## src/verilog/window_timer.sv

```systemverilog
`timescale 1ns/100ps

module window_timer (
	input  logic       clk_in,
	input  logic       rst_in,
	input  logic       timer_load,
	input  logic [7:0] timer_len,
	output logic       timer_done
);

	logic [7:0] cnt;      // cycles left after this one
	logic       running;

	always_ff @(posedge clk_in) begin
		if (rst_in) begin
			cnt     <= '0;
			running <= 1'b0;
		end else if (timer_load) begin
			cnt     <= timer_len;  // counts len+1 cycles from next
			running <= 1'b1;
		end else if (running) begin
			if (cnt == 8'd0)
				running <= 1'b0;
			else
				cnt <= cnt - 1'b1;
		end
	end

	// single cycle pulse in the last counted cycle
	assign timer_done = running && (cnt == 8'd0);

endmodule
```

## config.mk

```make
export PLATFORM = sky130hd
export DESIGN_NAME = window_timer
export DESIGN_NICKNAME = d
export VERILOG_FILES = /design/src/verilog/window_timer.sv
export SDC_FILE = /design/constraint.sdc
export NUM_CORES = 1
export LEC_CHECK = 0
export ABC_AREA = 1
export BUFFER_PORTS_ARGS = -buffer_cell sky130_fd_sc_hd__buf_2
export CORE_AREA = 8 8 45 47
export DETAILED_ROUTE_END_ITERATION = 16
export DIE_AREA = 0 0 53 55
export GPL_ROUTABILITY_DRIVEN = 0
export PLACE_DENSITY = 0.69
export SLEW_MARGIN = 0
export SYNTH_ARGS = -nofsm -noshare
export SYNTH_HDL_FRONTEND = slang
export SYNTH_SLANG_ARGS = --single-unit
```

## constraint.sdc

```tcl
create_clock -name clk_in -period 2 [get_ports clk_in]
set_input_delay 0.4 -clock clk_in [delete_from_list [all_inputs] [get_ports clk_in]]
set_output_delay 0.4 -clock clk_in [all_outputs]
set_load 0.01 [all_outputs]
```

## After elaboration in Yosys (flattened, before gate mapping)

Cells that the tools add are included.
Widths: inputs -> output; s select.

- Flip-flop bits (word level): 9
- Word-level logic and storage cells: 14

- Add/subtract/negate cells: 1
- Equality and inequality tests: 1
- Muxes and demuxes: 6
- Reductions and logical operators: 4

Operators with widths:

| kind | count |
|---|---|
| $mux 8 | 3 |
| $logic_not 8->1 | 1 |
| $sub 8x1->8 const B | 1 |
| $mux 1 | 3 |
| $ne 2x2->1 const B | 1 |
| $reduce_and 2->1 | 1 |
| $reduce_bool 2->1 | 1 |
| $logic_and 1x1->1 | 1 |

## Longest topological paths before layout

- Depth after elaboration: 4
- Gate-level depth with buffers: 9

## Least setup slack after synthesis

No wires, ideal clock.

- Path kind: register -> output
- From: register cnt[0]
- To: output port timer_done
- Arrival: 0.952 ns
- Setup slack: 0.648 ns
- Cell stages (with the launch flop): 7
- Path buffers: 0
- Cells stage by stage: dfxtp_1 inv_1 ha_1 nand2_1 inv_1 nand2_1 nor2_1

- Longest elaborated chain between the ends: 2

RTL lines:

| item | RTL line | text |
|---|---|---|
| start: declaration | 11 | `logic [7:0] cnt;` |
| start signal: assignment | 19 | `cnt <= timer_len;` |
| start signal: assignment | 25 | `cnt <= cnt - 1'b1;` |
| $logic_not 8->1 | 30 | `assign timer_done = running && (cnt == 8'd0);` |
| $logic_and 1x1->1 | 30 |  |
| end: declaration | 8 | `output logic timer_done` |

Every way passes these cells.

## Final worst setup path

Ends and elaborated chain as after synthesis.

==> flow_summary.yaml <==
job:
  drv_cap: 0
global_route:
  grt-ovfl-total: 0
  track_usage: 0.1047
  antenna_found_initial: 0
  grt_max_degree: 10
  grt_pass1_wl_um: 2332
  grt_pass1_vias: 586
power:
  p_leak_uw: 0.0003695
  p_seq_frac: 0.412
  vdd_drop_max_mv: 0.3987
  p_int_uw: 336.4
  power_switching_uw: 181.6
  comb_power_share: 0.314
  switching_share: 0.3506
  clock_power_share: 0.274
  power.density_nw_per_um2: 722.5
clocking:
  cts-resized-gates: 0
  clk_latency_ns: 0.26
  postCtsHoldBufs: 0
  cts_made_buffers: 3
  clk_pin_slew_ns: 0.06
  post_cts_buffers: 0
  clockBufferDepth: 2
  tritoncts: "built"
  cts-root-buf: "clkbuf_4"
  numClockSinks: 9
  cts_max_level: 1
outcome:
  status: "complete, no violations"
logic_synthesis:
  synthesis.nets: 111
  yosys_warnings: 0
  syn_area_um2: 623.1
  synth_top_area_frac: 0.2892
  synth.area.top_cells: "dfxtp_1, nand2_1, nor2_1, inv_1, nand3_1"
  ys_seq_area_frac: 0.2892
  yosysTopAreaCell: "dfxtp_1"
  syn_area_per_cell_um2: 6.358
  synth.distinct_cells: 20
  synth-seq-cells: 9
  synth_cells: 98
sta:
  setup-tns-final_ns: 0
  tightest_slew_ns: 0.2989
  fin_crit_sh: 0.8607
  timing.fmax_mhz: 580.9
  holdWs_ns: 0.4122
  fin_skew_ns: 0.003225
  period_needed_ns: 1.721
  setup_viol: 0
  rsz0062_at_grt: "no"
  relSlewSlack: 0.8005
  slew_violations: 0
  finalHoldViolCount: 0
drt:
  routedWlPerCell_um: 10.15
  drc: 0
  viasPerCell: 4.734
  drtIter0Drc: 13
  vias: 606
  wirelength_um: 1299
  drtPass1Iterations: 4
  antenna_left: 0
final_layout:
  area_growth_pct: 15.06
  drive_above_1_share: 0.2054
  num_antenna_cells: 0
  fillers: 160
  fin_cells: 128
  nets: 126
critical_path:
  cp_slowest_stage_delay_ns: 0.33
  endpoint_kind: "output port"
  crit_type: "register to output port"
  path_max_fanout: 6
  crit_chain: "inv_1 > ha_1 > nand2_1 > inv_1 > nand2_1 > nor2_1 > buf_2"
  critical_path.startpoint_type: "register"
  crit_arrival_ns: 1.32
  worstPathRequired_ns: 1.60
  cp_slowest_cell: "dfxtp_1"
floorplan:
  num_rows: 14
  die_area_um2: 2915
  die_h_um: 55
  die_w_um: 53
  start_util: 0.4503
  num_io_pins: 12
  core_area_um2: 1384
placed_design:
  dp_cells: 124
  post-dp-hpwl_um: 1067
  port_buffers: 11
hold_path:
  hp-class: "input pin to register"
-- sequential cells by signal, summed over array words and instances, names as in the netlist --
| name | cells |
|---|---|
| cnt | 8 |
| running | 1 |
-- metrics by stage --
| step | setup slack [ns] | cell area (um^2) | power, uW | util |
|---|---|---|---|---|
| 2_1_floorplan | 0.6484 | 623.1 | 344.3 | - |
| 3_3_place_gp | 0.5704 | 690.7 | 378.8 | 0.4991 |
| 3_5_place_dp | 0.5505 | 690.7 | 381.3 | 0.4991 |
| 4_1_cts | 0.2664 | 716.9 | 522.8 | 0.5181 |
| 5_1_grt | 0.1847 | 716.9 | 566.5 | 0.5181 |
| 6_report | 0.2786 | 716.9 | 518.0 | 0.5181 |
-- metal layers --
layer  routed length [um]  vias up  GRT usage
met5                    0        -          0
met4                    5        0    0.05172
met3                   41        2    0.01604
met2                  585        7     0.1719
met1                  666      265     0.1302
li1                     -      332          -
-- power by group through the flow --
stage	clock (uW)	combinational (uW)	sequential, uW
final	142	163	214
after global routing	161	189	216
after CTS	145	164	214
after detailed placement	0	163	218
after global placement	0	162	217
after floorplan	0	131	213
-- cell families (layout without fill, tap and decap cells) --
group,count (synthesis),count (layout),share of synthesized area
compound gates,11,11,0.1165
xor+xnor,2,2,0.02812
buf+inv,13,27,0.09238
flops,9,9,0.2892
simple gates,61,61,0.4338
fa+ha+maj,2,2,0.04015
-- cell usage after synthesis --
library cell / n
nand2_1: 27
nor2_1: 20
inv_1: 11
dfxtp_1: 9
nand3_1: 8
a21oi_1: 4
o21ai_0: 4
ha_1: 2
nor3_2: 2
a21oi_2: 1
buf_4: 1
clkinv_4: 1
nand2_2: 1
nand2_4: 1
nand3_2: 1
nor2_2: 1
o21ai_4: 1
o21bai_1: 1
xnor2_1: 1
xor2_1: 1
-- path summary, 6_finish.rpt --
kind / from / endpoint / slack [ns] / cells past startpoint
setup / recovery: cnt[0] / timer_done / 0.28 / 7
hold / removal: rst_in / cnt[3] / 0.41 / 2
setup reg to reg: cnt[0] / cnt[0] / 0.66 / 8
hold reg to reg: cnt[0] / cnt[0] / 0.51 / 2
-- cell type report --
| type | count | area [um^2] | area share |
|---|---|---|---|
| timing repair buffer | 11 | 55.05 | 0.07679 |
| tap | 16 | 20.02 | 0.02792 |
| inverter | 12 | 50.05 | 0.06981 |
| multi-input combinational | 76 | 385.4 | 0.5375 |
| clock buffer | 4 | 26.28 | 0.03665 |
| sequential | 9 | 180.2 | 0.2513 |
-- worst max-delay path: cells and delay by family (launching register included) --
kind,cells,cell delay [ns]
buffers and inverters,3,0.27
adder cells (fa/ha/maj),1,0.20
flip-flops,1,0.33
AND/OR/NAND/NOR,3,0.26
-- cells in the final DEF (no fill, tap or decap), types with 2 or more instances in the layout --
master / netlist / final
dfxtp_1: 9 / 9
buf_2: 0 / 11
a21oi_1: 4 / 4
inv_1: 11 / 11
nand2_1: 27 / 27
nor3_2: 2 / 2
ha_1: 2 / 2
nor2_1: 20 / 20
o21ai_0: 4 / 4
nand3_1: 8 / 8
clkbuf_4: 0 / 3
Power figures use the tool's default switching activity.
