===== config.mk =====
export PLATFORM = sky130hd
export DESIGN_NAME = coinc_sequencer
export DESIGN_NICKNAME = d
export VERILOG_FILES = /design/src/verilog/coinc_pkg.sv /design/src/verilog/coinc_sequencer.sv
export SDC_FILE = /design/constraint.sdc
export NUM_CORES = 1
export LEC_CHECK = 0
export BUFFER_PORTS_ARGS = -buffer_cell sky130_fd_sc_hd__buf_2
export CAP_MARGIN = 20
export CORE_AREA = 3 3 57 59
export CTS_CLUSTER_SIZE = 20
export DETAILED_ROUTE_END_ITERATION = 10
export DIE_AREA = 0 0 60 62
export PLACE_DENSITY_LB_ADDON = 0.15
export SLEW_MARGIN = 20
export SYNTH_ARGS = -nofsm -noshare
export SYNTH_HDL_FRONTEND = slang
export SYNTH_SLANG_ARGS = --single-unit

===== constraint.sdc =====
create_clock -name clk_in -period 1.8 [get_ports clk_in]
set_input_delay 0.27 -clock clk_in [delete_from_list [all_inputs] [get_ports clk_in]]
set_output_delay 0.27 -clock clk_in [all_outputs]
set_load 0.005 [all_outputs]

===== src/verilog/coinc_pkg.sv =====
package coinc_pkg;

	localparam int NUM_CH  = 8;  // hit channels
	localparam int NUM_GRP = 5;  // coincidence logic groups

	// channel bit positions in every hit vector
	localparam int CH_ACD_TOP = 7;
	localparam int CH_ACD_SEC = 6;
	localparam int CH_ACD_SID = 5;
	localparam int CH_CSI     = 4;
	localparam int CH_CAL1    = 3;
	localparam int CH_CAL2    = 2;
	localparam int CH_CAL3    = 1;
	localparam int CH_CAL4    = 0;

	localparam int GRP_MIP1 = 0;
	localparam int GRP_MIP2 = 1;
	localparam int GRP_GM1  = 2;
	localparam int GRP_GM2  = 3;
	localparam int GRP_UBS  = 4;  // unbiased

	typedef logic [NUM_CH-1:0]  hit_vec_t;  // active high once selected
	typedef logic [NUM_GRP-1:0] grp_vec_t;

	typedef struct packed {
		logic [NUM_CH-1:0] hit_a_n;   // redundant pin pair, active low
		logic [NUM_CH-1:0] hit_b_n;
		logic [1:0]        busy_a_n;  // two si tracker busy lines
		logic [1:0]        busy_b_n;
	} hit_pins_t;

	// all fields together need 132 bits, so the word is padded to 136
	typedef struct packed {
		logic [3:0]               pad;
		logic [NUM_CH-1:0]        hit_ab_sel;    // 1 picks pin b
		logic [NUM_CH-1:0]        hit_mask;      // 1 kills the channel
		logic [1:0]               busy_ab_sel;
		logic [1:0]               busy_mask;
		logic [7:0]               acd_csi_diff;  // acd hits lead csi by this much
		logic [NUM_CH-1:0][7:0]   ch_align;      // indexed by channel
		logic [7:0]               seed_win;
		logic [7:0]               hold_win;
		logic [NUM_GRP-1:0][1:0]  grp_sel;
		grp_vec_t                 grp_oe;
		logic [2:0]               mip1_div;
		logic [2:0]               mip2_div;
		logic [2:0]               ubs_div;
	} coinc_cfg_t;

	// low count bits that must be zero per divider code, entry 0 on the right
	localparam logic [7:0][3:0] MIP_DIV_BITS = {4'd9, 4'd8, 4'd7, 4'd6, 4'd5, 4'd2, 4'd1, 4'd0};
	localparam logic [7:0][3:0] UBS_DIV_BITS = {4'd11, 4'd10, 4'd9, 4'd8, 4'd7, 4'd6, 4'd5, 4'd0};

	typedef enum logic [2:0] {IDLE, SEED, EVAL, FIRE, HOLD, RELEASE} seq_state_t;

endpackage


===== src/verilog/coinc_sequencer.sv =====
`timescale 1ns/100ps

module coinc_sequencer (
	input  logic                  clk_in,
	input  logic                  rst_in,
	input  logic                  hit_start,
	input  logic                  timer_done,
	input  coinc_pkg::coinc_cfg_t cfg,
	output logic                  timer_load,
	output logic                  seed_clr,
	output logic                  seed_en,
	output logic                  eval_en,
	output logic                  fire,
	output logic [7:0]            timer_len
);
	import coinc_pkg::*;

	seq_state_t state;
	seq_state_t state_nxt;

	always_ff @(posedge clk_in) begin
		if (rst_in)
			state <= IDLE;
		else
			state <= state_nxt;
	end

	always_comb begin
		state_nxt = state;
		case (state)
			IDLE: begin
				if (hit_start)
					state_nxt = SEED;  // first aligned hit opens the window
			end
			SEED: begin
				if (timer_done)
					state_nxt = EVAL;
			end
			EVAL:
				state_nxt = FIRE;
			FIRE:
				state_nxt = HOLD;
			HOLD: begin
				if (timer_done)
					state_nxt = RELEASE;
			end
			RELEASE: begin
				// hits must drop before a new window may open
				if (!hit_start)
					state_nxt = IDLE;
			end
			default:
				state_nxt = IDLE;
		endcase
	end

	// the one timer serves the seed window and then the hold window
	assign timer_load = (state == IDLE && hit_start) || (state == FIRE);
	assign timer_len  = (state == FIRE) ? cfg.hold_win : cfg.seed_win;

	// opening hit is latched as well, so a short pulse is not lost
	assign seed_en  = (state == SEED) || (state == IDLE && hit_start);
	assign eval_en  = (state == EVAL);
	assign fire     = (state == FIRE);
	assign seed_clr = (state == RELEASE);

endmodule


# After elaboration in Yosys (flattened, before gate mapping)
# Cells that the tools add are included.
# op_classes
addsub	0
mul	0
n_div	0
magnitude_cmp	0
eq_ne	9
shifts	0
n_mux	6
bitwise_logic	0
reduce_logical	5
# op_table
op	count
3-bit one-hot mux with 6 select lines	1
3-bit 2-to-1 mux	4
8-bit 2-to-1 mux	1
2-bit != test, second input constant	4
3-bit by 2-bit equality test with 1-bit output, second input constant	2
3-bit equality test, second input constant	2
4-bit AND reduction	1
3-bit by 1-bit equality test with 1-bit output, second input constant	1
3-bit logical NOT	1
1-bit logical OR	2
1-bit logical AND	1
# word_totals
regBits	3
latchBits	0
ram_bits	0
mem_bits_ro	0
in_bits	140
out_inout_bits	13
n_memories	0

# Depth between registers and ports, before layout
# depth
depth_word	3
ltp_mapped	4
ltp_nobuf	3

# Least setup slack after synthesis
# No wires, ideal clock.
# synth_path
path_type	register to output
from	register state[2]
to	output port timer_len[0]
arrival_ns	0.994
path_slack_ns	0.536
path_stages_with_launch	5
path_cell_list	dfxtp_1 buf_6 nand3b_4 buf_6 mux2_2
# synth_between
elab_chain_cells	2
# synth_rtl
item	line	rtl
from (decl)	coinc_sequencer.sv:18	seq_state_t state;
from (signal assigned)	coinc_sequencer.sv:25	state <= state_nxt;
3-bit by 2-bit equality test with 1-bit output	coinc_sequencer.sv:59	assign timer_len = (state == FIRE) ? cfg.hold_win : cfg.seed_win;
8-bit 2-to-1 mux	coinc_sequencer.sv:59	
to (decl)	coinc_sequencer.sv:14	output logic [7:0] timer_len
# No other way between the ends.

# Worst setup path after layout
# layout_path
from	register state[1]
to	output port timer_len[4]
# The elaborated chain is that of the path after synthesis.

==> results.md <==
* Area growth syn-to-layout at 57.9%
* Synth cell types at 16
* All-layer global routing usage at 0.0463
* #FFs+latches synth at 3
* Starting Density at 0.118
* Hold-fix buffers, CTS at 0
* Top cell type's share of synthesized area at 0.310
* Vias in the first global route at 297
* Drt drc at 0
* Core Util, Final at 0.187
* Clock latency on the worst-skew pair at 0.23 ns
* Worst vdd ir at 0.368 mV
* GP Congestion at 0.634
* Via density at 3.59
* Met3 WL at 47 um
* Critical Path Start Type: flip-flop
* Worst setup path class: reg2out
* Cells after Synth at 37
* Clock Sinks at 3
* Outcome: completed
* Setup violators final at 0
* CTS tree: built
* I/O pin count at 153
* # port buffers at 32
* CTS Buffer Depth at 2
* Share of layout cells above drive strength 1 at 0.681
* Top Registers: state (3)
* Syn avg cell area at 8.83 sq um
* CP top delay family: flip-flops
* Largest net degree at the start of global routing at 12
* CTS buffer count at 3
* Core area at 2760 sq um
* Die H at 62 um
* Slew @ Worst Pin at 0.382 ns
* Final Cycle Share at 0.931
* Number of synthesized flops with an enable pin at 0
* Synth top cells by count: mux2_2 (9), nor2_1 (5), nand2_1 (4)
* Met1 Wirelength at 385 um
* GRT overflow at 0
* Reg2Reg Setup Slack at 0.59 ns
* Inst Count DP at 96
* Final Skew at 0.00170 ns
* Slew Viols, Final at 0
* DR WL met2 at 499 um
* Area contributors post-synth: mux2_2 (31%), dfxtp_1 (18%), buf_6 (10%)
* Die ar. at 3720 sq um
* Antenna Nets Post-Route at 0
* Final total power at 289 uW
* Sequential area share after synthesis at 0.184
* Initial antenna violation count at 0
* 1st-pass router iterations at 2
* Slowest stage delay, CP at 0.54 ns
* Fillers at 312
* Critical Path AT at 1.41 ns
* Highest routed layer: met3
* First-pass GRT wire length at 1.28 mm
* Post-route minimum period at 1.68 ns
* Post-CTS Setup Bufs at 0
* Fin cells at 100
* Via count at 359
* WL final at 933 um
* Fin nets at 210
* Prevailing post-synth register cell: dfxtp_1
* Buf/Inv on CP at 1
* N_diodes at 0
* Mapped Area at 327 sq um
* Register with the most flip-flops: state
* Syn_nets at 177
* Worst-path cell chain: nand3b_4 -> mux2_2 -> buf_2
* PD cells at 561 nW/um^2
* Rows at 19
* Max Fclk at 597 MHz
* LEAKAGE at 0.284 nW
* Hold Path Class: in2reg
* Most numerous cell in the Yosys netlist: mux2_2
* Setup TNS at 0 ns
* Post-synth ARST share at 0
* Post-cts sizing count at 0
* Routed WL per cell at 9.33 um
* WP data required at 1.53 ns
* Crit path max-delay cell type: dfxtp_1
* Slew Limit Headroom at 0.745
* YS warnings at 0
* CTS root buffer: clkbuf_4
* # Max-Cap Violations at 0
* Largest register FFs at 3
* Setup crit end kind: output port
* Die Width at 60 um
* Clock Pin Slew Worst Setup and Hold Paths at 0.04 ns
* Area leader, netlist: mux2_2
* Hold Fails Final Rpt at 0
* Crit-path max FO at 10
* Unrepaired setup endpoints after global routing: no
* First DRT Iteration DRCs at 2
* CTS HTree Levels at 1
report_power, final:
part	internal (mW)	switching [mW]	total, mW	leakage [nW]
registers	0.0733	0.0163	0.0896	0.0253
clock network	0.0830	0.0335	0.117	0.0150
logic	0.0532	0.0300	0.0832	0.244
cells in the final DEF, fill, tap and decap left out:
master    instances
nand2_1           4
dfxtp_2           2
clkbuf_1          1
clkbuf_4          3
nor2_1            5
nand3b_1          1
o41ai_1           1
mux2i_1           1
or4_1             1
nor3_1            2
nor3b_1           1
dfxtp_1           1
nand3b_4          1
or2b_1            1
a21oi_1           2
mux2_2            9
buf_2            32
inv_1             1
logic make-up (layout without fill, tap and decap cells):
| logic type | after synthesis | count (layout) | synth area share |
|---|---|---|---|
| flip-flops | 3 | 3 | 0.184 |
| AO/OA/AOI/OAI | 3 | 3 | 0.0575 |
| buffers and inverters | 5 | 37 | 0.130 |
| multiplexers | 10 | 10 | 0.341 |
| AND/OR/NAND/NOR | 16 | 16 | 0.287 |
stage by stage:
stage          instance area (sq um)  hold WS [ns]  setup WS (ns)
2_1_floorplan                    327         0.339          0.536
3_3_place_gp                     487         0.482          0.302
3_5_place_dp                     487         0.483          0.306
4_1_cts                          513         0.232         0.0530
5_1_grt                          515         0.251        0.00442
6_report                         515         0.237          0.124
final timing paths:
check                             start  cells past startpoint                    end
setup / recovery  state[1]$_SDFFE_PP0P_                      3           timer_len[4]
hold / removal                   rst_in                      2  state[2]$_SDFFE_PP0P_
setup reg to reg  state[1]$_SDFFE_PP0P_                      3  state[0]$_SDFFE_PP0P_
hold reg to reg   state[2]$_SDFFE_PP0P_                      1  state[1]$_SDFFE_PP0P_
per-layer routing:
layer,global-route usage,vias to the layer above
met5,0,-
met4,0.0285,0
met3,0.0227,0
met2,0.0633,8
met1,0.0576,159
li1,-,192
final cells by class:
type                       instances  area, sq um  share of cell area
sequential                         3         62.6               0.121
tap                               31         38.8              0.0752
clock buffer                       4         26.3              0.0510
multi-input combinational         29          224               0.434
timing repair buffer              32          160               0.311
inverter                           1         3.75             0.00728
worst reg2reg max path, delay by kind of cell (launching register included):
kind	cells	cell delay (ns)
AND/OR/NAND/NOR	2	0.49
AO/OA/AOI/OAI	1	0.07
flip-flops	1	0.54
Power figures use the tool's default switching activity.
