==> src/verilog/coinc_pkg.sv <==
package coinc_pkg;

	localparam int NUM_CH  = 8;  // hit channels
	localparam int NUM_GRP = 5;  // coincidence logic groups

	// channel bit positions in every hit vector
	localparam int CH_ACD_TOP = 7;
	localparam int CH_ACD_SEC = 6;
	localparam int CH_ACD_SID = 5;
	localparam int CH_CSI     = 4;
	localparam int CH_CAL1    = 3;
	localparam int CH_CAL2    = 2;
	localparam int CH_CAL3    = 1;
	localparam int CH_CAL4    = 0;

	localparam int GRP_MIP1 = 0;
	localparam int GRP_MIP2 = 1;
	localparam int GRP_GM1  = 2;
	localparam int GRP_GM2  = 3;
	localparam int GRP_UBS  = 4;  // unbiased

	typedef logic [NUM_CH-1:0]  hit_vec_t;  // active high once selected
	typedef logic [NUM_GRP-1:0] grp_vec_t;

	typedef struct packed {
		logic [NUM_CH-1:0] hit_a_n;   // redundant pin pair, active low
		logic [NUM_CH-1:0] hit_b_n;
		logic [1:0]        busy_a_n;  // two si tracker busy lines
		logic [1:0]        busy_b_n;
	} hit_pins_t;

	// all fields together need 132 bits, so the word is padded to 136
	typedef struct packed {
		logic [3:0]               pad;
		logic [NUM_CH-1:0]        hit_ab_sel;    // 1 picks pin b
		logic [NUM_CH-1:0]        hit_mask;      // 1 kills the channel
		logic [1:0]               busy_ab_sel;
		logic [1:0]               busy_mask;
		logic [7:0]               acd_csi_diff;  // acd hits lead csi by this much
		logic [NUM_CH-1:0][7:0]   ch_align;      // indexed by channel
		logic [7:0]               seed_win;
		logic [7:0]               hold_win;
		logic [NUM_GRP-1:0][1:0]  grp_sel;
		grp_vec_t                 grp_oe;
		logic [2:0]               mip1_div;
		logic [2:0]               mip2_div;
		logic [2:0]               ubs_div;
	} coinc_cfg_t;

	// low count bits that must be zero per divider code, entry 0 on the right
	localparam logic [7:0][3:0] MIP_DIV_BITS = {4'd9, 4'd8, 4'd7, 4'd6, 4'd5, 4'd2, 4'd1, 4'd0};
	localparam logic [7:0][3:0] UBS_DIV_BITS = {4'd11, 4'd10, 4'd9, 4'd8, 4'd7, 4'd6, 4'd5, 4'd0};

	typedef enum logic [2:0] {IDLE, SEED, EVAL, FIRE, HOLD, RELEASE} seq_state_t;

endpackage

==> src/verilog/hit_frontend.sv <==
`timescale 1ns/100ps

module hit_frontend (
	input  logic                               clk_in,
	input  logic                               rst_in,
	input  coinc_pkg::hit_pins_t               pins,
	input  coinc_pkg::coinc_cfg_t              cfg,
	output coinc_pkg::hit_vec_t                hit_sync,
	output logic                               busy,
	output logic [coinc_pkg::NUM_CH-1:0][7:0]  ch_delay
);
	import coinc_pkg::*;

	hit_vec_t   hit_sel;     // pins inverted, a/b picked, masked
	hit_vec_t   hit_s1;      // first sync stage
	logic [1:0] busy_sel;
	logic [1:0] busy_s1;
	logic [1:0] busy_s2;

	// per bit a/b mux then mask
	assign hit_sel = ~cfg.hit_mask &
		((~cfg.hit_ab_sel & ~pins.hit_a_n) | (cfg.hit_ab_sel & ~pins.hit_b_n));
	assign busy_sel = ~cfg.busy_mask &
		((~cfg.busy_ab_sel & ~pins.busy_a_n) | (cfg.busy_ab_sel & ~pins.busy_b_n));

	always_ff @(posedge clk_in) begin
		if (rst_in) begin
			hit_s1   <= '0;
			hit_sync <= '0;
			busy_s1  <= '0;
			busy_s2  <= '0;
		end else begin
			hit_s1   <= hit_sel;   // pins are asynchronous here
			hit_sync <= hit_s1;
			busy_s1  <= busy_sel;
			busy_s2  <= busy_s1;
		end
	end

	assign busy = |busy_s2;  // either tracker busy vetoes

	// acd hits arrive well before csi, so acd channels carry the extra offset
	always_comb begin
		for (int i = 0; i < NUM_CH; i++) begin
			if (i == CH_ACD_TOP || i == CH_ACD_SEC || i == CH_ACD_SID)
				ch_delay[i] = cfg.ch_align[i] + cfg.acd_csi_diff;
			else
				ch_delay[i] = cfg.ch_align[i];
		end
	end

endmodule

==> config.mk <==
export PLATFORM = sky130hd
export DESIGN_NAME = hit_frontend
export DESIGN_NICKNAME = d
export VERILOG_FILES = /design/src/verilog/coinc_pkg.sv /design/src/verilog/hit_frontend.sv
export SDC_FILE = /design/constraint.sdc
export NUM_CORES = 1
export LEC_CHECK = 0
export BUFFER_PORTS_ARGS = -buffer_cell sky130_fd_sc_hd__buf_2
export CORE_AREA = 5 5 85 87
export CTS_CLUSTER_SIZE = 28
export DETAILED_ROUTE_END_ITERATION = 10
export DIE_AREA = 0 0 90 92
export MAX_ROUTING_LAYER = met4
export PLACE_DENSITY = 0.74
export SLEW_MARGIN = 20
export SYNTH_ARGS = -nofsm -noshare
export SYNTH_HDL_FRONTEND = slang
export SYNTH_SLANG_ARGS = --single-unit
==> constraint.sdc <==
create_clock -name clk_in -period 2.79 [get_ports clk_in]
set_input_delay 0.558 -clock clk_in [delete_from_list [all_inputs] [get_ports clk_in]]
set_output_delay 0.558 -clock clk_in [all_outputs]
set_load 0.005 [all_outputs]
== After elaboration in Yosys (flattened, before gate mapping) ==
Index checks and enable logic that the tools add are counted.
Widths: inputs -> output; s select.
Storage, ports and cells
  bits in registers: 20
  latch bits: 0
  RAM bits: 0
  bits in read-only memories: 0
  input port bits: 158
  output and inout bits: 73
  logic and storage cells: 24
  memories: 0
Cells by class
  add/subtract/negate cells: 3
  multipliers: 0
  divide/modulo/power cells: 0
  $lt $le $gt $ge: 0
  eq/ne operators: 0
  shift operators: 0
  multiplexer cells: 0
  bitwise gates (word level): 16
  reductions and logical operators: 1
Operators by type and width (number)
  $not 8->8: 4
  $add 8x8->8: 3
  $and 8x8->8: 3
  $not 2->2: 4
  $or 8x8->8: 1
  $and 2x2->2: 3
  $or 2x2->2: 1
  $reduce_or 2->1: 1

== Depth between registers and ports, before layout ==
  word-level depth: 4
  gate-level depth with buffers: 7
  gate-level depth less buffers: 7

== Worst setup path before layout ==
No wires, ideal clock.
  path type: in2out
  from: input port cfg[80] (netlist name)
  to: output port ch_delay[46] (netlist name)
  data arrival time: 1.889 ns
  data required time: 2.232 ns
  slack: 0.343 ns
  stages: 7
  buffers on the path: 0
  cells stage by stage: ha_1 > inv_1 > fa_1 > nor2b_4 > o31a_1 > or4b_1 > nand3_1
RTL lines
  start: declaration: RTL line hit_frontend.sv:7  | input coinc_pkg::coinc_cfg_t cfg,
  end: declaration: RTL line hit_frontend.sv:10  | output logic [coinc_pkg::NUM_CH-1:0][7:0] ch_delay

==> results.toml <==
[synthesis]
synth.distinct_cells = 32
ys_warn_count = 0
synth_top_family_by_area = "buffers and inverters"
ys_seq_area_share_pct = 21.9
synthAdderAreaFrac_pct = 17.7
syn_area_mm2 = 0.00183
synth_mux_area_share_pct = 0.548
synth-xor-area-share_pct = 6.72
avgSynthCellArea_um2 = 8.69
synth-simple-area-share_pct = 16.4
ys_ff_latch = 20
syn_inst = 210
syn_nets = 392
synth_compound_area_share_pct = 17.4

[clock_tree]
hold_buffers = 0
cts_num_sinks = 20
cts-root-buf = "clkbuf_8"
numCtsBuffers = 3
path_clk_slew_ns = 0.06
cts.htree.levels = 1
insertion_delay_ns = 0.25
clockBufferDepth = 2
cts_tree = "built"

[sta]
rsz0062_at_grt = "false"
worstMarginPinSlew_ns = 0.407
skew_ns = 0.000347
fin_tns_setup_ns = 0
drv_slew = 0
max-slew-margin-rel_pct = 72.2
max_freq_ghz = 0.372
fin_ws_ns = 0.105
layout_min_cycle_time_ns = 2.69
setup_viol = 0
hold_viol = 0
period_share_pct = 96.2

[global_routing]
grt_max_degree = 21
grt_usage_pct = 11.4
grt_pass1_wl_um = 7820
grt_overflow_total = 0
antenna_found_initial = 0
grt_pass1_vias = 1708

[setup_path]
cp-start-kind = "primary input"
r2r_setup_slack_ns = 2.26
cp-end-kind = "primary output"
crit_type = "in2out"
crit_path_end = "ch_delay[46]"
startpoint = "cfg[104]"
r2r_start = "hit_s1[3]$_SDFF_PP0_"
worstReg2RegEnd = "hit_sync[3]$_SDFF_PP0_"
crit_path_max_fanout = 3
crit_arrival_ns = 2.13
worstPathRequired_ns = 2.23
r2r_cells = 1

[routing]
drc_errors = 0
drtIter0Drc = 14
totalWireLength_um = 4710
vias_per_cell = 4.68
dr.pass1.iters = 4
antenna_left = 0
routedWlPerCell_um = 13.1
vias = 1680

[placed_design]
place_ws_ns = 0.0481
place_congestion = 0.837
dp_hpwl_um = 4120
portBuffers = 106
place_inst = 354

[pwr]
p_sw_uw = 250
leakagePower_uw = 0.00112
clockPowerShare_pct = 23.9
power_frac_seq_pct = 35.0
combPwrFrac_pct = 41.1
p_int_uw = 606
p_sw_share_pct = 29.2
pwr_density_cell_mw_per_mm2 = 383
vdd_drop_max_v = 0.000250

[die]
ios = 231
rows = 29
start_util_pct = 29.1
die_area_mm2 = 0.00828
fp.dieW_um = 90
fp.dieH_um = 92
core_area_mm2 = 0.00628

[cells_and_area]
fillers = 645
final_core_util_pct = 35.6
area_growth_pct = 22.4
num-nets-final = 465
final_cells = 359
diodes = 0
drive_above_1_share_pct = 42.2
layout_commonest_cell = "buf_2"
layout_common_cells = "106 x buf_2, 22 x nor2b_1, 20 x ha_1, 20 x dfxtp_1, 14 x a21oi_1"

[flow_run]
maxCapViolCount = 0

[hold_path]
hp-class = "reg2reg"

[run_status]
status = "complete, no violations"
[layer usage]
metal / track usage [%] / vias to the layer above / routed length [um]
met5: - / - / 0
met4: 4.34 / 0 / 107
met3: 4.83 / 16 / 653
met2: 19.1 / 110 / 2130
met1: 12.0 / 706 / 1820
li1: - / 848 / -
[power by group through the flow]
| stage | logic (uW) | clock network [uW] | registers [uW] |
|---|---|---|---|
| 6_report | 352 | 205 | 299 |
| 3_3_place_gp | 345 | 0 | 306 |
| 3_5_place_dp | 352 | 0 | 306 |
| 2_1_floorplan | 235 | 0 | 306 |
| 4_1_cts | 355 | 214 | 299 |
| 5_1_grt | 397 | 226 | 300 |
[cells by family (layout without fill, tap and decap cells)]
logic type | after synthesis | count (layout)
compound gates | 47 | 47
xor+xnor | 14 | 14
fa+ha+maj | 24 | 24
buf+inv | 54 | 126
flops | 20 | 20
mux | 1 | 1
simple gates | 50 | 50
[cell type report]
class                           count  area (um2)  area share [%]
Multi-Input combinational cell    136        1080            48.2
Timing Repair Buffer              110         561            25.1
Sequential cell                    20         400            17.9
Tap cell                           77        96.3            4.31
Clock buffer                        4        55.1            2.46
Inverter                           12        45.0            2.02
[state kept, by name (all words and copies together), names as in the netlist]
| register | cells |
|---|---|
| hit_sync | 8 |
| busy_s2 | 2 |
| hit_s1 | 8 |
| busy_s1 | 2 |
[what timing repair did]
action | in CTS | in global routing
setup buffers | 0 | 1
resized for setup | 0 | 3
setup endpoints to repair | 0 | 1
hold endpoints to repair | 0 | 0
[metrics by stage]
stage               cell area [um2]  power [uW]  hold slack (ns)
global route                   2230         923            0.450
CTS                            2220         869            0.441
global placement               2170         651            0.418
floorplan                      1830         541            0.414
detailed placement             2170         658            0.425
finish                         2230         856            0.440
[synth_stat cells]
library cell,number,share of area [%]
mux2i_1,1,0.55
clkbuf_1,2,0.41
or2_2,1,0.34
a211oi_1,2,0.82
nor2_1,6,1.2
o21bai_1,1,0.41
fa_1,3,3.3
nand3_1,7,1.9
or4b_1,1,0.55
o21ai_0,6,1.6
a31oi_1,2,0.69
o31a_1,3,1.4
ha_1,21,14
nand4_1,2,0.69
nor2b_1,22,7.5
buf_4,40,16
nand2_1,3,0.62
a21oi_1,14,3.8
a21o_1,3,1.2
dfxtp_1,20,22
xor2_1,5,2.4
a2111oi_0,10,4.8
o21a_1,3,1.2
inv_1,12,2.5
a41oi_1,1,0.48
xnor2_1,9,4.3
nor2b_4,1,0.75
and2b_1,1,0.41
nor3_1,2,0.55
or4_1,2,0.82
and3b_1,2,0.96
o211ai_1,2,0.82
[worst max-delay path, cell delays in order]
cell and delay, ns:
buf_2 0.13, ha_2 0.18, inv_2 0.06, fa_2 0.23
nor2b_4 0.05, o31a_1 0.25, or4b_1 0.46, nand3_1 0.10
buf_2 0.11
[worst min path at each step]
stage / startpoint / end / slack [ns] / cells after the start
after floorplan: busy_s1[0]$_SDFF_PP0_ / busy_s2[0]$_SDFF_PP0_ / 0.41 / 1
after global placement: hit_s1[4]$_SDFF_PP0_ / hit_sync[4]$_SDFF_PP0_ / 0.42 / 1
after detailed placement: hit_s1[4]$_SDFF_PP0_ / hit_sync[4]$_SDFF_PP0_ / 0.42 / 1
after CTS: hit_s1[4]$_SDFF_PP0_ / hit_sync[4]$_SDFF_PP0_ / 0.44 / 1
after global routing: hit_s1[5]$_SDFF_PP0_ / hit_sync[5]$_SDFF_PP0_ / 0.45 / 1
final: hit_s1[5]$_SDFF_PP0_ / hit_sync[5]$_SDFF_PP0_ / 0.44 / 1
Power figures use the tool's default switching activity.
