`src/verilog/coinc_pkg.sv`:
```
package coinc_pkg;

	localparam int NUM_CH  = 8;  // hit channels
	localparam int NUM_GRP = 5;  // coincidence logic groups

	// channel bit positions in every hit vector
	localparam int CH_ACD_TOP = 7;
	localparam int CH_ACD_SEC = 6;
	localparam int CH_ACD_SID = 5;
	localparam int CH_CSI     = 4;
	localparam int CH_CAL1    = 3;
	localparam int CH_CAL2    = 2;
	localparam int CH_CAL3    = 1;
	localparam int CH_CAL4    = 0;

	localparam int GRP_MIP1 = 0;
	localparam int GRP_MIP2 = 1;
	localparam int GRP_GM1  = 2;
	localparam int GRP_GM2  = 3;
	localparam int GRP_UBS  = 4;  // unbiased

	typedef logic [NUM_CH-1:0]  hit_vec_t;  // active high once selected
	typedef logic [NUM_GRP-1:0] grp_vec_t;

	typedef struct packed {
		logic [NUM_CH-1:0] hit_a_n;   // redundant pin pair, active low
		logic [NUM_CH-1:0] hit_b_n;
		logic [1:0]        busy_a_n;  // two si tracker busy lines
		logic [1:0]        busy_b_n;
	} hit_pins_t;

	// all fields together need 132 bits, so the word is padded to 136
	typedef struct packed {
		logic [3:0]               pad;
		logic [NUM_CH-1:0]        hit_ab_sel;    // 1 picks pin b
		logic [NUM_CH-1:0]        hit_mask;      // 1 kills the channel
		logic [1:0]               busy_ab_sel;
		logic [1:0]               busy_mask;
		logic [7:0]               acd_csi_diff;  // acd hits lead csi by this much
		logic [NUM_CH-1:0][7:0]   ch_align;      // indexed by channel
		logic [7:0]               seed_win;
		logic [7:0]               hold_win;
		logic [NUM_GRP-1:0][1:0]  grp_sel;
		grp_vec_t                 grp_oe;
		logic [2:0]               mip1_div;
		logic [2:0]               mip2_div;
		logic [2:0]               ubs_div;
	} coinc_cfg_t;

	// low count bits that must be zero per divider code, entry 0 on the right
	localparam logic [7:0][3:0] MIP_DIV_BITS = {4'd9, 4'd8, 4'd7, 4'd6, 4'd5, 4'd2, 4'd1, 4'd0};
	localparam logic [7:0][3:0] UBS_DIV_BITS = {4'd11, 4'd10, 4'd9, 4'd8, 4'd7, 4'd6, 4'd5, 4'd0};

	typedef enum logic [2:0] {IDLE, SEED, EVAL, FIRE, HOLD, RELEASE} seq_state_t;

endpackage

```
`src/verilog/seed_logic.sv`:
```
`timescale 1ns/100ps

module seed_logic (
	input  logic                  clk_in,
	input  logic                  rst_in,
	input  logic                  seed_clr,
	input  logic                  seed_en,
	input  logic                  eval_en,
	input  coinc_pkg::hit_vec_t   hit_aln,
	input  coinc_pkg::coinc_cfg_t cfg,
	output coinc_pkg::grp_vec_t   grp_res,
	output logic                  logic_match
);
	import coinc_pkg::*;

	hit_vec_t seed;      // sticky hit pattern of the window
	grp_vec_t grp_live;  // group results from the current seed
	logic     top, sec, csi, cal1, cal2, cal3, cal4;

	always_ff @(posedge clk_in) begin
		if (rst_in || seed_clr)
			seed <= '0;
		else if (seed_en)
			seed <= seed | hit_aln;
	end

	assign top  = seed[CH_ACD_TOP];
	assign sec  = seed[CH_ACD_SEC];
	assign csi  = seed[CH_CSI];
	assign cal1 = seed[CH_CAL1];
	assign cal2 = seed[CH_CAL2];
	assign cal3 = seed[CH_CAL3];
	assign cal4 = seed[CH_CAL4];

	always_comb begin
		grp_live = '0;  // unlisted selects give no match
		case (cfg.grp_sel[GRP_MIP1])
			2'b00: grp_live[GRP_MIP1] = top & csi;
			2'b01: grp_live[GRP_MIP1] = top & sec & csi & (cal2 | cal4);
			2'b10: grp_live[GRP_MIP1] = top;
			2'b11: grp_live[GRP_MIP1] = top | sec | csi | cal2;  // loose, for tests
			default: grp_live[GRP_MIP1] = 1'b0;
		endcase
		case (cfg.grp_sel[GRP_MIP2])
			2'b01: grp_live[GRP_MIP2] = cal2 & cal4;
			2'b10: grp_live[GRP_MIP2] = top & csi;
			default: grp_live[GRP_MIP2] = 1'b0;
		endcase
		case (cfg.grp_sel[GRP_GM1])
			2'b01: grp_live[GRP_GM1] = ~top & ~sec & csi & (cal1 | cal3);  // acd quiet
			2'b10: grp_live[GRP_GM1] = top & csi & cal2;
			default: grp_live[GRP_GM1] = 1'b0;
		endcase
		if (cfg.grp_sel[GRP_GM2] == 2'b01)
			grp_live[GRP_GM2] = (~top | ~sec) & csi & (cal1 | cal3);
		if (cfg.grp_sel[GRP_UBS] == 2'b01)
			grp_live[GRP_UBS] = cal1 | cal3;
	end

	always_ff @(posedge clk_in) begin
		if (rst_in) begin
			grp_res     <= '0;
			logic_match <= 1'b0;
		end else begin
			if (eval_en)
				grp_res <= grp_live;  // frozen until the next event
			logic_match <= |(grp_live & cfg.grp_oe);  // free running, debug aid
		end
	end

endmodule

```
`config.mk`:
```
export PLATFORM = sky130hd
export DESIGN_NAME = seed_logic
export DESIGN_NICKNAME = d
export VERILOG_FILES = /design/src/verilog/coinc_pkg.sv /design/src/verilog/seed_logic.sv
export SDC_FILE = /design/constraint.sdc
export NUM_CORES = 1
export LEC_CHECK = 0
export BUFFER_PORTS_ARGS = -buffer_cell sky130_fd_sc_hd__buf_2
export CAP_MARGIN = 20
export CORE_ASPECT_RATIO = 0.7
export CORE_MARGIN = 10
export CORE_UTILIZATION = 23
export CTS_CLUSTER_DIAMETER = 60
export CTS_CLUSTER_SIZE = 40
export DETAILED_ROUTE_END_ITERATION = 6
export GPL_ROUTABILITY_DRIVEN = 0
export GPL_TIMING_DRIVEN = 0
export PLACE_DENSITY_LB_ADDON = 0.05
export SLEW_MARGIN = 15
export SYNTH_ARGS = -nofsm -noshare
export SYNTH_HDL_FRONTEND = slang
export SYNTH_SLANG_ARGS = --single-unit
export TNS_END_PERCENT = 5
```
`constraint.sdc`:
```
create_clock -name clk_in -period 5.2 [get_ports clk_in]
set_clock_uncertainty 0.15 [all_clocks]
set_input_delay 1.04 -clock clk_in [delete_from_list [all_inputs] [get_ports clk_in]]
set_output_delay 1.04 -clock clk_in [all_outputs]
set_load 0.02 [all_outputs]
```
== Word level (Yosys, flattened, before mapping) ==
Cells that the tools add are included.
Storage, ports and cells
  register bits after elaboration: 14
Operators by class
  equal/unequal tests: 9
  reduce and logical (&&, ||, !) cells: 3
  bitwise operators: 21
  mux-type cells: 5
Operators by type and width (count)
  1-bit AND: 11
  2-bit by 1-bit equality test with 1-bit output, second input constant: 5
  2-bit equality test, second input constant: 4
  8-bit bitwise OR: 1
  1-bit bitwise OR: 6
  5-bit AND: 1
  5-bit OR reduction: 1
  1-bit one-hot mux with 2 select lines: 2
  1-bit one-hot mux with 4 select lines: 1
  2-bit logical NOT: 1
  1-bit two-way mux: 2
  1-bit inverter: 2
  1-bit logical OR: 1

== Depth between registers and ports, before layout ==
  word-level depth: 7
  gate-level depth with buffers: 6

== Least setup slack after synthesis ==
Ideal clock, no wire load.
  path type: in2reg
  from: input cfg[18] in the netlist's numbering
  to: register logic_match
  path buffers: 0
  path slack: 2813 ps
  stages: 6
  arrival time: 2163 ps
  cells stage by stage: inv_1 ha_1 or4b_1 o22ai_2 nand2_1 a31oi_1
Between the ends
  word-level cells in the longest chain between the ends: 4
  elaborated cells between the ends (all ways): 5
Ends and longest elaborated chain
  from (decl): line seed_logic.sv:10  | input coinc_pkg::coinc_cfg_t cfg,
  2-bit equality test / 2-bit by 1-bit equality test with 1-bit output (equally long branches): line seed_logic.sv:49  | case (cfg.grp_sel[GRP_GM1])
  1-bit one-hot mux with 2 select lines (*): line seed_logic.sv:49
  5-bit AND (*): line seed_logic.sv:67  | logic_match <= |(grp_live & cfg.grp_oe);
  5-bit OR reduction (*): line seed_logic.sv:67
  to (signal assigned): line seed_logic.sv:67
  to (decl): line seed_logic.sv:12  | output logic logic_match
Mark *: on every way between the ends. The rest lies on a longest branch, timed or not.
A chain may end at the register's enable or synchronous reset.

== Worst setup path in the final report ==
Ends and elaborated chain as after synthesis.

==> results.sh <==
export IMPL_status="finished clean"
export IMPL_ios=155
export IMPL_dr_max_layer_used="met4"
export IMPL_cts_root_buffer="clkbuf_8"
export IMPL_hpwlAfterDp_mm=1.560
export IMPL_cts_resized=0
export IMPL_synth_nets=220
export IMPL_drv_slew=0
export IMPL_timing_fmax_ghz=0.4250
export IMPL_worstPathArrival_ns=2.37
export IMPL_p_per_area_nw_per_um2=257.1
export IMPL_layout_area_seq_sq_um=260.3
export IMPL_antenna_found_initial=0
export IMPL_worstSetupPathType="in -> reg"
export IMPL_ys_warn_count=0
export IMPL_syn_avg_cell_area_sq_um=9.113
export IMPL_die_h_microns=63.11
export IMPL_setup_tns_ns=0
export IMPL_dr_pass1_iters=4
export IMPL_clock_sinks=13
export IMPL_clk_pin_slew_worst_paths_ns=0.05
export IMPL_worstMarginPinSlew_ns=0.7162
export IMPL_vdd_drop_max_mv=0.1385
export IMPL_vias_per_cell=4.346
export IMPL_ys_seq_elements=13
export IMPL_clock_latency_ns=0.24
export IMPL_endpoint_kind="flip-flop"
export IMPL_syn_area_sq_um=610.6
export IMPL_met1Wirelength_microns=933
export IMPL_vias=591
export IMPL_io_buffers=31
export IMPL_track_usage=0.07503
export IMPL_nNetsFinal=256
export IMPL_grt_max_degree=9
export IMPL_antenna_left=0
export IMPL_rsz0062_at_grt="no"
export IMPL_cts_max_path_buffers=2
export IMPL_leakagePower_nw=0.4062
export IMPL_drt_iter0_drc=41
export IMPL_reg2reg_depth=4
export IMPL_critPathMaxFanout=2
export IMPL_grt_pass1_vias=661
export IMPL_wl_mm=1.857
export IMPL_min_period_ns=2.353
export IMPL_worstPathRequired_ns=5.22
export IMPL_diodes=0
export IMPL_overflow=0
export IMPL_drive_above_1_share=0.3824
export IMPL_cts_buffers_inserted=3
export IMPL_relSlewSlack=0.5102
export IMPL_fin_cells=136
export IMPL_post_drt_wl_per_cell_microns=13.65
export IMPL_cts_tree="yes"
export IMPL_postSynthCellCount=67
export IMPL_placedCellCount=132
export IMPL_hp_class="reg -> reg"
export IMPL_worstSetupStartpointType="input port"
export IMPL_finalHoldViolations=0
export IMPL_die_area_sq_um=5148
export IMPL_start_util=0.2446
export IMPL_cts_setup_buffers=0
export IMPL_die_w_microns=81.58
export IMPL_grt_pass1_wl_mm=3.105
export IMPL_setup_violations=0
export IMPL_post_route_period_util=0.4525
export IMPL_yosys_cell_types_count=22
export IMPL_maxCapViolations=0
export IMPL_met3_length_microns=112
export IMPL_multiInputGateArea_sq_um=324.1
export IMPL_hold_path_depth=2
export IMPL_cts_htree_levels=1
export IMPL_core_area_sq_um=2496
export IMPL_route_detailed_drc=0
export IMPL_wl_met2_microns=805
export IMPL_nFillCells=281
export IMPL_syn2layout_area_growth_pct=39.96
export IMPL_postCtsHoldBufs=0
export IMPL_core_rowCount=15
export IMPL_synth_seq_area_share=0.4262
## layout by cell type (no fill, tap or decap), drive strengths merged
cell	n
a21oi	7
a2111oi	1
a222oi	1
mux2i	5
nor2	13
inv	5
buf	31
a31oi	1
o21ai	1
or2	1
ha	4
o211ai	1
nand2	3
nand4	1
clkinv	1
clkbuf	5
a2bb2oi	1
o22ai	1
o31a	1
nor3b	1
or4b	1
a311oi	1
nand4b	2
dfxtp	13
## logic make-up after synthesis
logic type | count (synthesis) | share of synthesized area
simple gates | 22 | 0.1763
compound gates | 16 | 0.1906
buf+inv | 7 | 0.04304
mux | 5 | 0.08197
fa+ha+maj | 4 | 0.08197
flops | 13 | 0.4262
## sequential cells by signal, indices dropped and copies added (netlist names)
signal,cells
grp_res,5
logic_match,1
seed,7
## synth_stat cells
library cell  instances  area [sq um]
nand2_1               3         11.26
nor3b_1               1         7.510
a311oi_1              1         8.760
a2bb2oi_1             1         8.760
nand4b_1              2         17.52
a31oi_1               1         6.260
a2111oi_0             1         8.760
nand4_1               1         6.260
o31a_2                1         10.01
inv_1                 5         18.77
mux2i_1               5         50.05
o211ai_1              1         7.510
dfxtp_1              13         260.3
o21ai_2               1         8.760
a21oi_1               7         35.03
a222oi_1              1         10.01
clkbuf_1              2         7.510
nor2_1               13         48.80
o22ai_2               1         12.51
ha_1                  4         50.05
or4b_1                1         10.01
or2_2                 1         6.260
## path summary, 6_finish.rpt
kind                                         startpoint                 endpoint  slack, ns
worst max-delay path                            cfg[18]   logic_match$_SDFF_PP0_       2.85
worst min-delay path            grp_res[1]$_SDFFE_PP0P_  grp_res[1]$_SDFFE_PP0P_       0.33
worst max register to register     seed[4]$_SDFFE_PP0P_   logic_match$_SDFF_PP0_       3.43
worst min register to register  grp_res[1]$_SDFFE_PP0P_  grp_res[1]$_SDFFE_PP0P_       0.33
## metal layers
layer | track usage | vias up
met5 | 0 | -
met4 | 0.006356 | 0
met3 | 0.03399 | 2
met2 | 0.1142 | 19
met1 | 0.09776 | 260
li1 | - | 310
## through the flow
| stage | worst slack [ns] | utilization | hold slack [ns] | area, sq um | power (W) |
|---|---|---|---|---|---|
| CTS | 2.840 | 0.3424 | 0.3385 | 854.6 | 0.0002239 |
| detailed placement | 2.595 | 0.3238 | 0.3300 | 808.3 | 0.0001340 |
| global placement | 2.614 | 0.3238 | 0.3243 | 808.3 | 0.0001338 |
| global route | 2.771 | 0.3424 | 0.3920 | 854.6 | 0.0002333 |
| finish | 2.847 | 0.3424 | 0.3331 | 854.6 | 0.0002197 |
| floorplan | 2.813 | - | 0.3095 | 610.6 | 0.0001191 |
## report_power, final
part	total [W]	internal, W	switching (W)
Combinational	0.0000263	0.0000140	0.0000123
Sequential	0.000105	0.000102	0.00000292
Clock	0.0000881	0.0000528	0.0000353
Total	0.000220	0.000169	0.0000506
## layout make-up
| class | instances | share of cell area |
|---|---|---|
| plain buffers | 2 | 0.008785 |
| clock buffers | 3 | 0.04832 |
| clock inverters | 1 | 0.005857 |
| inverters | 5 | 0.02196 |
| multi-input cells | 47 | 0.3792 |
| flip-flops and latches | 13 | 0.3045 |
| well taps | 34 | 0.04978 |
| repair buffers | 31 | 0.1816 |
## critical path, cell delays in order
cell	delay [ns]
buf_2	0.09
inv_1	0.04
ha_1	0.30
or4b_1	0.49
o22ai_2	0.19
nand2_1	0.07
a31oi_1	0.14
Note: power is estimated with default switching activity, not from simulation.
